--- config.mk ---
export PLATFORM = sky130hd
export DESIGN_NAME = rvvi_trace_top
export DESIGN_NICKNAME = d
export VERILOG_FILES = /design/src/logic/rvvi_trace_pkg.sv /design/src/logic/csr_merge.sv /design/src/logic/gpr_shadow.sv /design/src/logic/net_event_fsm.sv /design/src/logic/retire_counter.sv /design/src/logic/rvvi_trace_top.sv
export SDC_FILE = /design/constraint.sdc
export NUM_CORES = 2
export LEC_CHECK = 0
export ABC_CLOCK_PERIOD_IN_PS = 8200
export BUFFER_PORTS_ARGS = -buffer_cell sky130_fd_sc_hd__buf_2
export CAP_MARGIN = 15
export CORE_AREA = 2 2 453 455
export CTS_CLUSTER_SIZE = 28
export DETAILED_ROUTE_END_ITERATION = 8
export DIE_AREA = 0 0 455 457
export PLACE_DENSITY_LB_ADDON = 0.15
export RECOVER_POWER = 100
export SLEW_MARGIN = 20
export SYNTH_ARGS = -nofsm -noshare
export SYNTH_HDL_FRONTEND = slang
export SYNTH_HIERARCHICAL = 1
export SYNTH_SLANG_ARGS = --single-unit
--- constraint.sdc ---
create_clock -name rvvi -period 8.2 [get_ports rvvi]
set_clock_uncertainty 0.2 [all_clocks]
set_input_delay 1.23 -clock rvvi [delete_from_list [all_inputs] [get_ports rvvi]]
set_output_delay 1.23 -clock rvvi [all_outputs]
set_load 0.005 [all_outputs]
--- src/logic/rvvi_trace_pkg.sv ---
// Shared definitions for the retirement-trace converter
//   Data, order and register address widths
//   Tracked CSR indices
//   Trap, debug and interrupt cause codes
//   States of the NMI and bus-fault trackers
package rvvi_trace_pkg;

   //////////////////////////////////////////////////
   // Widths
   //////////////////////////////////////////////////

   // Core data width
   localparam int XLEN    = 32;

   // Retirement order number
   localparam int ORDER_W = 64;

   // General purpose register file
   localparam int GPR_NUM = 32;
   localparam int GPR_AW  = 5;

   //////////////////////////////////////////////////
   // Tracked CSRs
   //////////////////////////////////////////////////

   localparam int NUM_CSR = 5;

   // Index into the CSR value and mask arrays
   typedef enum logic [2:0] {
      CSR_MSTATUS,
      CSR_MIE,
      CSR_MTVEC,
      CSR_MEPC,
      CSR_MCAUSE
   } csr_idx_e;

   //////////////////////////////////////////////////
   // Trap and interrupt causes
   //////////////////////////////////////////////////

   // Cause field widths as seen on the retirement port
   localparam int EXC_CAUSE_W  = 6;
   localparam int DBG_CAUSE_W  = 3;
   localparam int INTR_CAUSE_W = 11;

   // Instruction fetch bus error
   localparam logic [EXC_CAUSE_W-1:0] EXC_INSTR_BUS_FAULT = 6'd24;

   // Debug entries that never retire the instruction
   localparam logic [DBG_CAUSE_W-1:0] DBG_CAUSE_EBREAK  = 3'd1;
   localparam logic [DBG_CAUSE_W-1:0] DBG_CAUSE_TRIGGER = 3'd2;

   // NMI on data bus error, load or store side
   localparam logic [INTR_CAUSE_W-1:0] NMI_LOAD_CAUSE  = 11'd1024;
   localparam logic [INTR_CAUSE_W-1:0] NMI_STORE_CAUSE = 11'd1025;

   //////////////////////////////////////////////////
   // Net level trackers
   //////////////////////////////////////////////////

   // Shared by the NMI and the instruction bus fault trackers
   typedef enum logic {
      FAULT_IDLE,
      FAULT_ACTIVE
   } fault_state_e;

endpackage

--- src/logic/csr_merge.sv ---
// CSR value reconstruction from the retirement port
//   Value is write data under the write mask, read data elsewhere
//   Per-CSR written flag for each retirement
`timescale 1ns/10ps

module csr_merge (
   input  logic                                                        rvvi,
   input  logic                                                        rst_n_i,
   input  logic                                                        retire_new_i,
   input  logic [rvvi_trace_pkg::NUM_CSR-1:0][rvvi_trace_pkg::XLEN-1:0] csr_rdata_i,
   input  logic [rvvi_trace_pkg::NUM_CSR-1:0][rvvi_trace_pkg::XLEN-1:0] csr_wdata_i,
   input  logic [rvvi_trace_pkg::NUM_CSR-1:0][rvvi_trace_pkg::XLEN-1:0] csr_rmask_i,
   input  logic [rvvi_trace_pkg::NUM_CSR-1:0][rvvi_trace_pkg::XLEN-1:0] csr_wmask_i,
   output logic [rvvi_trace_pkg::NUM_CSR-1:0][rvvi_trace_pkg::XLEN-1:0] csr_value_o,
   output logic [rvvi_trace_pkg::NUM_CSR-1:0]                          csr_wb_o
);

   import rvvi_trace_pkg::*;

   //////////////////////////////////////////////////
   // One merge slice per tracked CSR
   //////////////////////////////////////////////////

   for (genvar i = 0; i < NUM_CSR; i++) begin : g_csr
      localparam csr_idx_e IDX = csr_idx_e'(i);

      logic [XLEN-1:0] merged;
      logic            touched;

      assign merged  = (csr_wdata_i[IDX] & csr_wmask_i[IDX]) |
                       (csr_rdata_i[IDX] & ~csr_wmask_i[IDX]);
      assign touched = (|csr_rmask_i[IDX]) || (|csr_wmask_i[IDX]);

      always_ff @(posedge rvvi) begin
         if (!rst_n_i) begin
            csr_value_o[IDX] <= '0;
            csr_wb_o[IDX]    <= 1'b0;
         end else begin
            // Flag is per retirement, cleared on idle cycles
            csr_wb_o[IDX] <= retire_new_i && touched;
            if (retire_new_i) begin
               csr_value_o[IDX] <= merged;
            end
         end
      end
   end

   //////////////////////////////////////////////////
   // Assertions
   //////////////////////////////////////////////////

   // Masks only come with a retirement accepted by the counter
   a_mask_needs_retire : assert property (
      @(posedge rvvi) disable iff (!rst_n_i)
      !retire_new_i |-> ((csr_rmask_i == '0) && (csr_wmask_i == '0))
   ) else $error("CSR mask set outside a new retirement");

endmodule

--- src/logic/gpr_shadow.sv ---
// Shadow of the general purpose registers
//   Written from the retirement destination port
//   One-hot write flag per retirement
//   Asynchronous read port
`timescale 1ns/10ps

module gpr_shadow (
   input  logic                                rvvi,
   input  logic                                rst_n_i,
   input  logic                                retire_new_i,
   input  logic [rvvi_trace_pkg::GPR_AW-1:0]   rvfi_rd_addr_i,
   input  logic [rvvi_trace_pkg::XLEN-1:0]     rvfi_rd_wdata_i,
   input  logic [rvvi_trace_pkg::GPR_AW-1:0]   gpr_raddr_i,
   output logic [rvvi_trace_pkg::XLEN-1:0]     gpr_rdata_o,
   output logic [rvvi_trace_pkg::GPR_NUM-1:0]  gpr_wb_o
);

   import rvvi_trace_pkg::*;

   logic [XLEN-1:0] regs_q [GPR_NUM];
   logic            rd_write;

   // x0 is hardwired, never a write target
   assign rd_write = retire_new_i && (rvfi_rd_addr_i != '0);

   always_ff @(posedge rvvi) begin
      if (!rst_n_i) begin
         for (int r = 0; r < GPR_NUM; r++) begin
            regs_q[r] <= '0;
         end
         gpr_wb_o <= '0;
      end else begin
         gpr_wb_o <= '0;
         if (rd_write) begin
            regs_q[rvfi_rd_addr_i]   <= rvfi_rd_wdata_i;
            gpr_wb_o[rvfi_rd_addr_i] <= 1'b1;
         end
      end
   end

   // Entry 0 stays at its reset value
   assign gpr_rdata_o = regs_q[gpr_raddr_i];

   //////////////////////////////////////////////////
   // Assertions
   //////////////////////////////////////////////////

   a_x0_zero : assert property (
      @(posedge rvvi) disable iff (!rst_n_i)
      (regs_q[0] == '0) && !gpr_wb_o[0]
   ) else $error("Register 0 was written");

endmodule

--- src/logic/net_event_fsm.sv ---
// Trap classification and asynchronous net levels
//   Traps that never retire: exception, ebreak and trigger into debug
//   NMI tracker with its cause
//   Instruction bus fault tracker
`timescale 1ns/10ps

module net_event_fsm (
   input  logic                                     rvvi,
   input  logic                                     rst_n_i,
   input  logic                                     retire_new_i,
   input  logic                                     rvfi_trap_i,
   input  logic                                     rvfi_trap_exception_i,
   input  logic                                     rvfi_trap_debug_i,
   input  logic [rvvi_trace_pkg::EXC_CAUSE_W-1:0]   rvfi_exc_cause_i,
   input  logic [rvvi_trace_pkg::DBG_CAUSE_W-1:0]   rvfi_dbg_cause_i,
   input  logic                                     rvfi_intr_i,
   input  logic                                     rvfi_intr_interrupt_i,
   input  logic [rvvi_trace_pkg::INTR_CAUSE_W-1:0]  rvfi_intr_cause_i,
   input  logic                                     rvfi_nmip_i,
   output logic                                     trap_o,
   output logic                                     nmi_o,
   output logic [rvvi_trace_pkg::INTR_CAUSE_W-1:0]  nmi_cause_o,
   output logic                                     ibus_fault_o
);

   import rvvi_trace_pkg::*;

   fault_state_e nmi_state_q;
   fault_state_e ibus_state_q;
   logic         trap_hit;
   logic         nmi_hit;
   logic         ibus_hit;

   // Tracker step, state only moves on a new retirement
   function automatic fault_state_e fault_next(input fault_state_e cur,
                                               input logic         upd,
                                               input logic         hit);
      if (!upd) begin
         return cur;
      end
      return hit ? FAULT_ACTIVE : FAULT_IDLE;
   endfunction

   //////////////////////////////////////////////////
   // Event decode
   //////////////////////////////////////////////////

   assign trap_hit = rvfi_trap_i &&
                     (rvfi_trap_exception_i ||
                      (rvfi_trap_debug_i && ((rvfi_dbg_cause_i == DBG_CAUSE_EBREAK) ||
                                             (rvfi_dbg_cause_i == DBG_CAUSE_TRIGGER))));

   // Load or store bus error NMI, or pending bit reported by the core
   assign nmi_hit = (rvfi_intr_i && rvfi_intr_interrupt_i &&
                     ((rvfi_intr_cause_i == NMI_LOAD_CAUSE) ||
                      (rvfi_intr_cause_i == NMI_STORE_CAUSE))) ||
                    rvfi_nmip_i;

   assign ibus_hit = rvfi_trap_i && rvfi_trap_exception_i &&
                     (rvfi_exc_cause_i == EXC_INSTR_BUS_FAULT);

   //////////////////////////////////////////////////
   // State
   //////////////////////////////////////////////////

   always_ff @(posedge rvvi) begin
      if (!rst_n_i) begin
         trap_o       <= 1'b0;
         nmi_state_q  <= FAULT_IDLE;
         ibus_state_q <= FAULT_IDLE;
         nmi_cause_o  <= '0;
      end else begin
         nmi_state_q  <= fault_next(nmi_state_q, retire_new_i, nmi_hit);
         ibus_state_q <= fault_next(ibus_state_q, retire_new_i, ibus_hit);
         if (retire_new_i) begin
            trap_o <= trap_hit;
         end
         // Cause follows every NMI retirement, even while already active
         if (retire_new_i && nmi_hit) begin
            nmi_cause_o <= rvfi_intr_cause_i;
         end
      end
   end

   assign nmi_o        = (nmi_state_q == FAULT_ACTIVE);
   assign ibus_fault_o = (ibus_state_q == FAULT_ACTIVE);

   //////////////////////////////////////////////////
   // Assertions
   //////////////////////////////////////////////////

   // A fetch bus fault is always reported as a trap as well
   a_ibus_is_trap : assert property (
      @(posedge rvvi) disable iff (!rst_n_i)
      ibus_fault_o |-> trap_o
   ) else $error("Bus fault level without trap");

endmodule

--- src/logic/retire_counter.sv ---
// Retirement detection by order number
//   Flags new retirements combinationally
//   Counts retired instructions
//   Registers instruction word and PC for the trace
`timescale 1ns/10ps

module retire_counter (
   input  logic                                rvvi,
   input  logic                                rst_n_i,
   input  logic                                rvfi_valid_i,
   input  logic [rvvi_trace_pkg::ORDER_W-1:0]  rvfi_order_i,
   input  logic [rvvi_trace_pkg::XLEN-1:0]     rvfi_insn_i,
   input  logic [rvvi_trace_pkg::XLEN-1:0]     rvfi_pc_rdata_i,
   output logic                                retire_new_o,
   output logic                                retire_valid_o,
   output logic [rvvi_trace_pkg::XLEN-1:0]     retire_count_o,
   output logic [rvvi_trace_pkg::XLEN-1:0]     insn_o,
   output logic [rvvi_trace_pkg::XLEN-1:0]     pc_o
);

   import rvvi_trace_pkg::*;

   logic [ORDER_W-1:0] last_order_q;
   logic               order_seen_q;

   // First valid retirement after reset is always new
   assign retire_new_o = rvfi_valid_i && (!order_seen_q || (rvfi_order_i != last_order_q));

   always_ff @(posedge rvvi) begin
      if (!rst_n_i) begin
         last_order_q   <= '0;
         order_seen_q   <= 1'b0;
         retire_valid_o <= 1'b0;
         retire_count_o <= '0;
      end else begin
         retire_valid_o <= retire_new_o;
         if (retire_new_o) begin
            last_order_q   <= rvfi_order_i;
            order_seen_q   <= 1'b1;
            retire_count_o <= retire_count_o + 1'b1;
         end
      end
   end

   // Trace payload, only meaningful with retire_valid_o
   always_ff @(posedge rvvi) begin
      if (retire_new_o) begin
         insn_o <= rvfi_insn_i;
         pc_o   <= rvfi_pc_rdata_i;
      end
   end

   //////////////////////////////////////////////////
   // Assertions
   //////////////////////////////////////////////////

   // Two accepted retirements in a row never share an order
   a_order_changes : assert property (
      @(posedge rvvi) disable iff (!rst_n_i)
      (retire_new_o && order_seen_q) |=> (last_order_q != $past(last_order_q))
   ) else $error("Accepted order repeats the previous one");

endmodule

--- src/logic/rvvi_trace_top.sv ---
// Retirement-trace converter top level
//   Order based retirement detection and counting
//   Trap classification with NMI and bus fault net levels
//   CSR value reconstruction and GPR shadow
`timescale 1ns/10ps

module rvvi_trace_top (
   input  logic                                                        rvvi,
   input  logic                                                        rst_n_i,
   // Retirement port
   input  logic                                                        rvfi_valid_i,
   input  logic [rvvi_trace_pkg::ORDER_W-1:0]                          rvfi_order_i,
   input  logic [rvvi_trace_pkg::XLEN-1:0]                             rvfi_insn_i,
   input  logic [rvvi_trace_pkg::XLEN-1:0]                             rvfi_pc_rdata_i,
   input  logic                                                        rvfi_trap_i,
   input  logic                                                        rvfi_trap_exception_i,
   input  logic                                                        rvfi_trap_debug_i,
   input  logic [rvvi_trace_pkg::EXC_CAUSE_W-1:0]                      rvfi_exc_cause_i,
   input  logic [rvvi_trace_pkg::DBG_CAUSE_W-1:0]                      rvfi_dbg_cause_i,
   input  logic                                                        rvfi_intr_i,
   input  logic                                                        rvfi_intr_interrupt_i,
   input  logic [rvvi_trace_pkg::INTR_CAUSE_W-1:0]                     rvfi_intr_cause_i,
   input  logic                                                        rvfi_nmip_i,
   input  logic [rvvi_trace_pkg::GPR_AW-1:0]                           rvfi_rd_addr_i,
   input  logic [rvvi_trace_pkg::XLEN-1:0]                             rvfi_rd_wdata_i,
   input  logic [rvvi_trace_pkg::NUM_CSR-1:0][rvvi_trace_pkg::XLEN-1:0] csr_rdata_i,
   input  logic [rvvi_trace_pkg::NUM_CSR-1:0][rvvi_trace_pkg::XLEN-1:0] csr_wdata_i,
   input  logic [rvvi_trace_pkg::NUM_CSR-1:0][rvvi_trace_pkg::XLEN-1:0] csr_rmask_i,
   input  logic [rvvi_trace_pkg::NUM_CSR-1:0][rvvi_trace_pkg::XLEN-1:0] csr_wmask_i,
   // Shadow register read port
   input  logic [rvvi_trace_pkg::GPR_AW-1:0]                           gpr_raddr_i,
   // Trace state towards the reference model
   output logic                                                        retire_valid_o,
   output logic [rvvi_trace_pkg::XLEN-1:0]                             retire_count_o,
   output logic [rvvi_trace_pkg::XLEN-1:0]                             insn_o,
   output logic [rvvi_trace_pkg::XLEN-1:0]                             pc_o,
   output logic                                                        trap_o,
   output logic [rvvi_trace_pkg::NUM_CSR-1:0][rvvi_trace_pkg::XLEN-1:0] csr_value_o,
   output logic [rvvi_trace_pkg::NUM_CSR-1:0]                          csr_wb_o,
   output logic [rvvi_trace_pkg::XLEN-1:0]                             gpr_rdata_o,
   output logic [rvvi_trace_pkg::GPR_NUM-1:0]                          gpr_wb_o,
   output logic                                                        nmi_o,
   output logic [rvvi_trace_pkg::INTR_CAUSE_W-1:0]                     nmi_cause_o,
   output logic                                                        ibus_fault_o
);

   // Single point where a retirement is judged new
   logic retire_new;

   retire_counter u_retire_counter (
      .rvvi            (rvvi),
      .rst_n_i         (rst_n_i),
      .rvfi_valid_i    (rvfi_valid_i),
      .rvfi_order_i    (rvfi_order_i),
      .rvfi_insn_i     (rvfi_insn_i),
      .rvfi_pc_rdata_i (rvfi_pc_rdata_i),
      .retire_new_o    (retire_new),
      .retire_valid_o  (retire_valid_o),
      .retire_count_o  (retire_count_o),
      .insn_o          (insn_o),
      .pc_o            (pc_o)
   );

   net_event_fsm u_net_event_fsm (
      .rvvi                  (rvvi),
      .rst_n_i               (rst_n_i),
      .retire_new_i          (retire_new),
      .rvfi_trap_i           (rvfi_trap_i),
      .rvfi_trap_exception_i (rvfi_trap_exception_i),
      .rvfi_trap_debug_i     (rvfi_trap_debug_i),
      .rvfi_exc_cause_i      (rvfi_exc_cause_i),
      .rvfi_dbg_cause_i      (rvfi_dbg_cause_i),
      .rvfi_intr_i           (rvfi_intr_i),
      .rvfi_intr_interrupt_i (rvfi_intr_interrupt_i),
      .rvfi_intr_cause_i     (rvfi_intr_cause_i),
      .rvfi_nmip_i           (rvfi_nmip_i),
      .trap_o                (trap_o),
      .nmi_o                 (nmi_o),
      .nmi_cause_o           (nmi_cause_o),
      .ibus_fault_o          (ibus_fault_o)
   );

   csr_merge u_csr_merge (
      .rvvi         (rvvi),
      .rst_n_i      (rst_n_i),
      .retire_new_i (retire_new),
      .csr_rdata_i  (csr_rdata_i),
      .csr_wdata_i  (csr_wdata_i),
      .csr_rmask_i  (csr_rmask_i),
      .csr_wmask_i  (csr_wmask_i),
      .csr_value_o  (csr_value_o),
      .csr_wb_o     (csr_wb_o)
   );

   gpr_shadow u_gpr_shadow (
      .rvvi            (rvvi),
      .rst_n_i         (rst_n_i),
      .retire_new_i    (retire_new),
      .rvfi_rd_addr_i  (rvfi_rd_addr_i),
      .rvfi_rd_wdata_i (rvfi_rd_wdata_i),
      .gpr_raddr_i     (gpr_raddr_i),
      .gpr_rdata_o     (gpr_rdata_o),
      .gpr_wb_o        (gpr_wb_o)
   );

endmodule

After elaboration in Yosys (flattened, before gate mapping)
Memories as Yosys holds them, arrays and structs flattened.
Cells that the tools add are included.

storage, ports and cells
  bits in read-only memories = 0
  bits in latches = 0
  logic and storage cells = 106
  memory bits (writable) = 1,024
  bits in registers = 373
  bits of input ports = 839
  memories kept = 1

memories
  name                 words  width  read ports  clocked after memory_dff  wr ports  line              text
  u_gpr_shadow.regs_q  32     32     1           0                         32        gpr_shadow.sv:20  logic [XLEN-1:0] regs_q [GPR_NUM];

cells by class
  multiply operators = 0
  muxes and demuxes = 15
  shift-type cells = 0
  magnitude comparators = 2
  $add $sub $neg = 1
  bitwise logic cells = 20
  eq/ne operators = 7
  div/mod/pow operators = 0
  reduce and logical (&&, ||, !) cells = 39

operators by type and width
  operator                                                            number
  OR reduction 32 bit                                                 11
  AND 32 bit                                                          10
  NOT 32 bit                                                          5
  OR 32 bit                                                           5
  != test 64 bit                                                      1
  adder 32 x 1 -> 32 bit (second input constant)                      1
  two-way mux 32 bit                                                  1
  equality test 11 bit (second input constant)                        2
  logical AND 1 bit                                                   15
  two-way mux 1 bit                                                   12
  logical OR 1 bit                                                    10
  equality test 6 x 5 -> 1 bit (second input constant)                1
  less-than comparator 5 x 6 -> 1 bit (second input constant)         1
  demux 1 bit (select 5 bit)                                          1
  greater-or-equal comparator 5 x 1 -> 1 bit (second input constant)  1
  two-way mux 5 bit                                                   1
  nonzero test 5 bit                                                  1
  equality test 3 x 1 -> 1 bit (second input constant)                1
  equality test 3 x 2 -> 1 bit (second input constant)                1
  != test 2 x 1 -> 1 bit (second input constant)                      1
  AND reduction 2 bit                                                 1
  zero test 1 bit                                                     1

Logic depth before layout (Yosys ltp)
  depth after elaboration = 9
  mapped depth = 15

By module
Netlist, hierarchy kept.

modules (own cells, without submodules)
  module          cells an instance  times used  area an instance (um^2)
  gpr_shadow      3,483              1           47,448.0
  csr_merge       810                1           8,075.2
  retire_counter  648                1           6,656.4
  net_event_fsm   50                 1           549.3

Least setup slack after synthesis
No wires, ideal clock.

  path type = input port to flip-flop
  start = input port rvfi_order_i[47] in the netlist's numbering
  end = memory u_gpr_shadow.regs_q[24][0], enable pin
  stages on the path = 11
  setup slack = 1.691 ns
  setup time = 0.466 ns
  required time = 7.534 ns
  arrival time = 5.843 ns
  buffers on the path = 2
  cells stage by stage = nor2b_1 > a2111o_1 > nor4_1 > nand4_1 > o21ai_4 > buf_6 > inv_2 > nand2_1 > or3_1 > buf_2 > o21ai_0

RTL lines
  what         line                  text
  from (decl)  rvvi_trace_top.sv:12  input logic [rvvi_trace_pkg::ORDER_W-1:0] rvfi_order_i,
  to (decl)    gpr_shadow.sv:20

Worst setup path after layout
  start = input port gpr_raddr_i[1] in the netlist's numbering
  end = output port gpr_rdata_o[2] in the netlist's numbering

between the ends
  cells in the longest elaborated chain, start to end = 1

RTL lines
  what                  line                  text
  from (decl)           rvvi_trace_top.sv:31  input logic [rvvi_trace_pkg::GPR_AW-1:0] gpr_raddr_i,
  memory (32 x 32 bit)  n/a
  to (decl)             rvvi_trace_top.sv:40  output logic [rvvi_trace_pkg::XLEN-1:0] gpr_rdata_o,

Every way passes these cells.

==> flow_summary.toml <==
[clock_tree]
cts.sink_count = 1397
post_cts_buffers = 0
cts_max_level = 4
cts_resized = 0
cts_buffers = 169
cts_root_buf = "clkbuf_16"
clk_path_buf_depth = 3
cts_tree = "done"
hold_buffers = 0
insertion_delay_ps = 820
clk_pin_slew_ps = 60

[logic_synthesis]
ys_async_sr_fraction = 0
ys_seq_area_frac = 0.619
ys_top_cells_by_area = "edfxtp_1, mux2i_1, and2_1, dfxtp_1, o211a_1"
synth_most_common_cell = "edfxtp_1"
synth_edf_count = 1088
synth_cells = 4991
synth_top_area_cell = "edfxtp_1"
synth-seq-cells = 1397
syn_avg_cell_area_um2 = 12.6
yosysWarnings = 6
syn_area_um2 = 62700
synth_cell_types = 60
ys_top_cells_by_count = "edfxtp_1, and2_1, mux2i_1, nand2_1, dfxtp_1"
synth_top_area_share = 0.521
ys.flop_type = "edfxtp_1"

[setup_path]
path_buf_inv = 3
cp-end-kind = "output pin"
cp_max_fo = 59
critical_path_class = "primary input to output pin"
r2r_end = "u_gpr_shadow/regs_q[20][6]$_SDFFCE_PN0P_"
crit_slowest_cell = "clkbuf_2"
arrival_ps = 5500
crit_required_ps = 6770
crit_path_start_kind = "primary input"
r2r_cells = 11
max_stage_delay_ps = 1670
r2r_slack_ps = 1600
crit_chain = "buf_8, clkbuf_2, mux2i_1, a22o_1, nor3_1, a31oi_1, nand3_1, clkbuf_1"
cp_top_family = "buffers and inverters"
regToRegStartpoint = "u_retire_counter/last_order_q[10]$_SDFFE_PN0P_"

[status]
violations = "max-capacitance violations, max-slew violations"
status = "finished with violations"

[place]
post-dp-hpwl_um = 266000
place_congestion = 1.17
port_buffers = 1178
dpl_worst_slack_ps = 2520

[floorplan]
dieArea_um2 = 208000
die_width_um = 455
core_um2 = 203000
die_y_um = 457
ios = 1179
start_util = 0.308
num_rows = 166

[global_routing]
grt_max_degree = 203
gr-usage-all-layers = 0.325
grt_pass1_wl_um = 445000
grt_pass1_vias = 44900
grt-ovfl-total = 0
grt_antenna_before_repair = 289

[hold_path]
min-delay-start = "u_retire_counter/last_order_q[34]$_SDFFE_PN0P_"
hold_path_depth = 2
min_to = "u_retire_counter/last_order_q[34]$_SDFFE_PN0P_"
hold_class = "register to register"

[drt]
drc = 0
initialDrtViolationCount = 4855
wl_um = 348000
drtPass1Iterations = 6
vias = 47900
vias_per_cell = 5.30
wl_per_cell_um = 38.5
ant_nets = 0

[cells_and_area]
post-route-util = 0.376
drive_above_1_share = 0.186
fin_nets = 6906
area_growth_pct = 21.8

[sta]
setup_violations = 0
grt_setup_unrepaired = "no"
hold_violations = 0
tns_ps = 0
relSlewSlack = -1.07
fmaxAchievable_ghz = 0.144
setup_ws_ps = 1270
min_period_ps = 6930
final_max_slew_viol_count = 1978
period_share = 0.845
worst_pin_slew_ps = 3070

[pwr]
power_mw = 17.5
p_leak_nw = 30.2
power_density_nw_per_um2 = 228
peakVddDrop_uv = 229

[flow_run]
drv_cap = 61
worst max path at each step:
stage / slack (ps) / start / endpoint / cells past startpoint
floorplan: 1690 / rvfi_order_i[47] / u_gpr_shadow/regs_q[24][0]$_SDFFCE_PN0P_ / 11
global placement: 2100 / rvfi_order_i[14] / u_gpr_shadow/regs_q[17][1]$_SDFFCE_PN0P_ / 14
detailed placement: 2520 / gpr_raddr_i[1] / gpr_rdata_o[30] / 8
CTS: 2510 / gpr_raddr_i[1] / gpr_rdata_o[30] / 8
global route: 1210 / rvfi_order_i[10] / u_gpr_shadow/regs_q[20][24]$_SDFFCE_PN0P_ / 12
finish: 1270 / gpr_raddr_i[1] / gpr_rdata_o[2] / 8
logic make-up (layout without fill, tap and decap cells):
family | after synthesis | count (layout) | share of synthesized area
adders and majority gates | 1 | 1 | 0.000199
AOI/OAI and AO/OA | 632 | 632 | 0.0745
DFF | 1397 | 1397 | 0.619
and+or+nand+nor | 1795 | 1795 | 0.161
other | 1 | 173 | 0.0000598
buffers and inverters | 442 | 1628 | 0.0308
xor gates and xnor gates | 49 | 49 | 0.00684
muxes | 674 | 674 | 0.108
metrics by stage:
stage	std cells	cell area [µm²]	hold WS [ps]
floorplan	5023	62800	232
global placement	8574	71700	255
detailed placement	8583	71900	256
CTS	8897	77300	276
global route	8978	76300	290
finish	9037	76400	273
worst register-to-register path: cells and delay by family, from the launching register on:
family | cells | cell delay [ps]
XOR/XNOR | 1 | 160
AO/OA/AOI/OAI | 2 | 1310
buffers and inverters | 3 | 1500
AND/OR/NAND/NOR | 5 | 2580
flip-flops | 1 | 320
cells in the final DEF (no fill, tap or decap), drive strengths merged, types with 96 or more instances in the layout:
master	netlist	final
edfxtp	1088	1088
nor4	98	98
nand2	338	338
a22oi	96	96
a21oi	118	118
clkbuf	256	629
o211a	160	160
mux2i	674	674
and2	995	995
diode	0	140
o21ai	105	105
buf	161	886
dfxtp	309	309
nand3	173	173
where the power goes:
| group | internal (mW) | switching, mW |
|---|---|---|
| sequential | 8.03 | 0.152 |
| combinational | 0.554 | 1.30 |
| clock | 4.23 | 3.20 |
| total | 12.8 | 4.65 |
state kept, by name, indices dropped and copies added (netlist names), 5 cells and up:
| name | flops |
|---|---|
| u_retire_counter/retire_count_o | 32 |
| u_csr_merge/csr_value_o | 160 |
| u_net_event_fsm/nmi_cause_o | 11 |
| u_csr_merge/csr_wb_o | 5 |
| u_retire_counter/insn_o | 32 |
| u_gpr_shadow/regs_q | 1024 |
| u_retire_counter/pc_o | 32 |
| u_retire_counter/last_order_q | 64 |
| u_gpr_shadow/gpr_wb_o | 32 |
cell type report:
type | count | area [µm²]
inverters | 25 | 101
clock inverters | 88 | 777
flip-flops and latches | 1397 | 38900
repair buffers | 1289 | 6260
diodes | 140 | 350
clock buffers | 226 | 4590
multi-input cells | 3184 | 22100
well taps | 2688 | 3360
fillers | 20100 | 127000
layer usage:
layer,part of all wire,GRT usage,vias up,wire (µm)
met1,0.43,0.442,24300,149000
met2,0.44,0.496,2355,153000
met5,0.0011,0,-,387
met4,0.054,0.135,62,18700
li1,-,-,20500,-
met3,0.076,0.0751,694,26500
No activity file was read; power rests on OpenSTA's default activity.
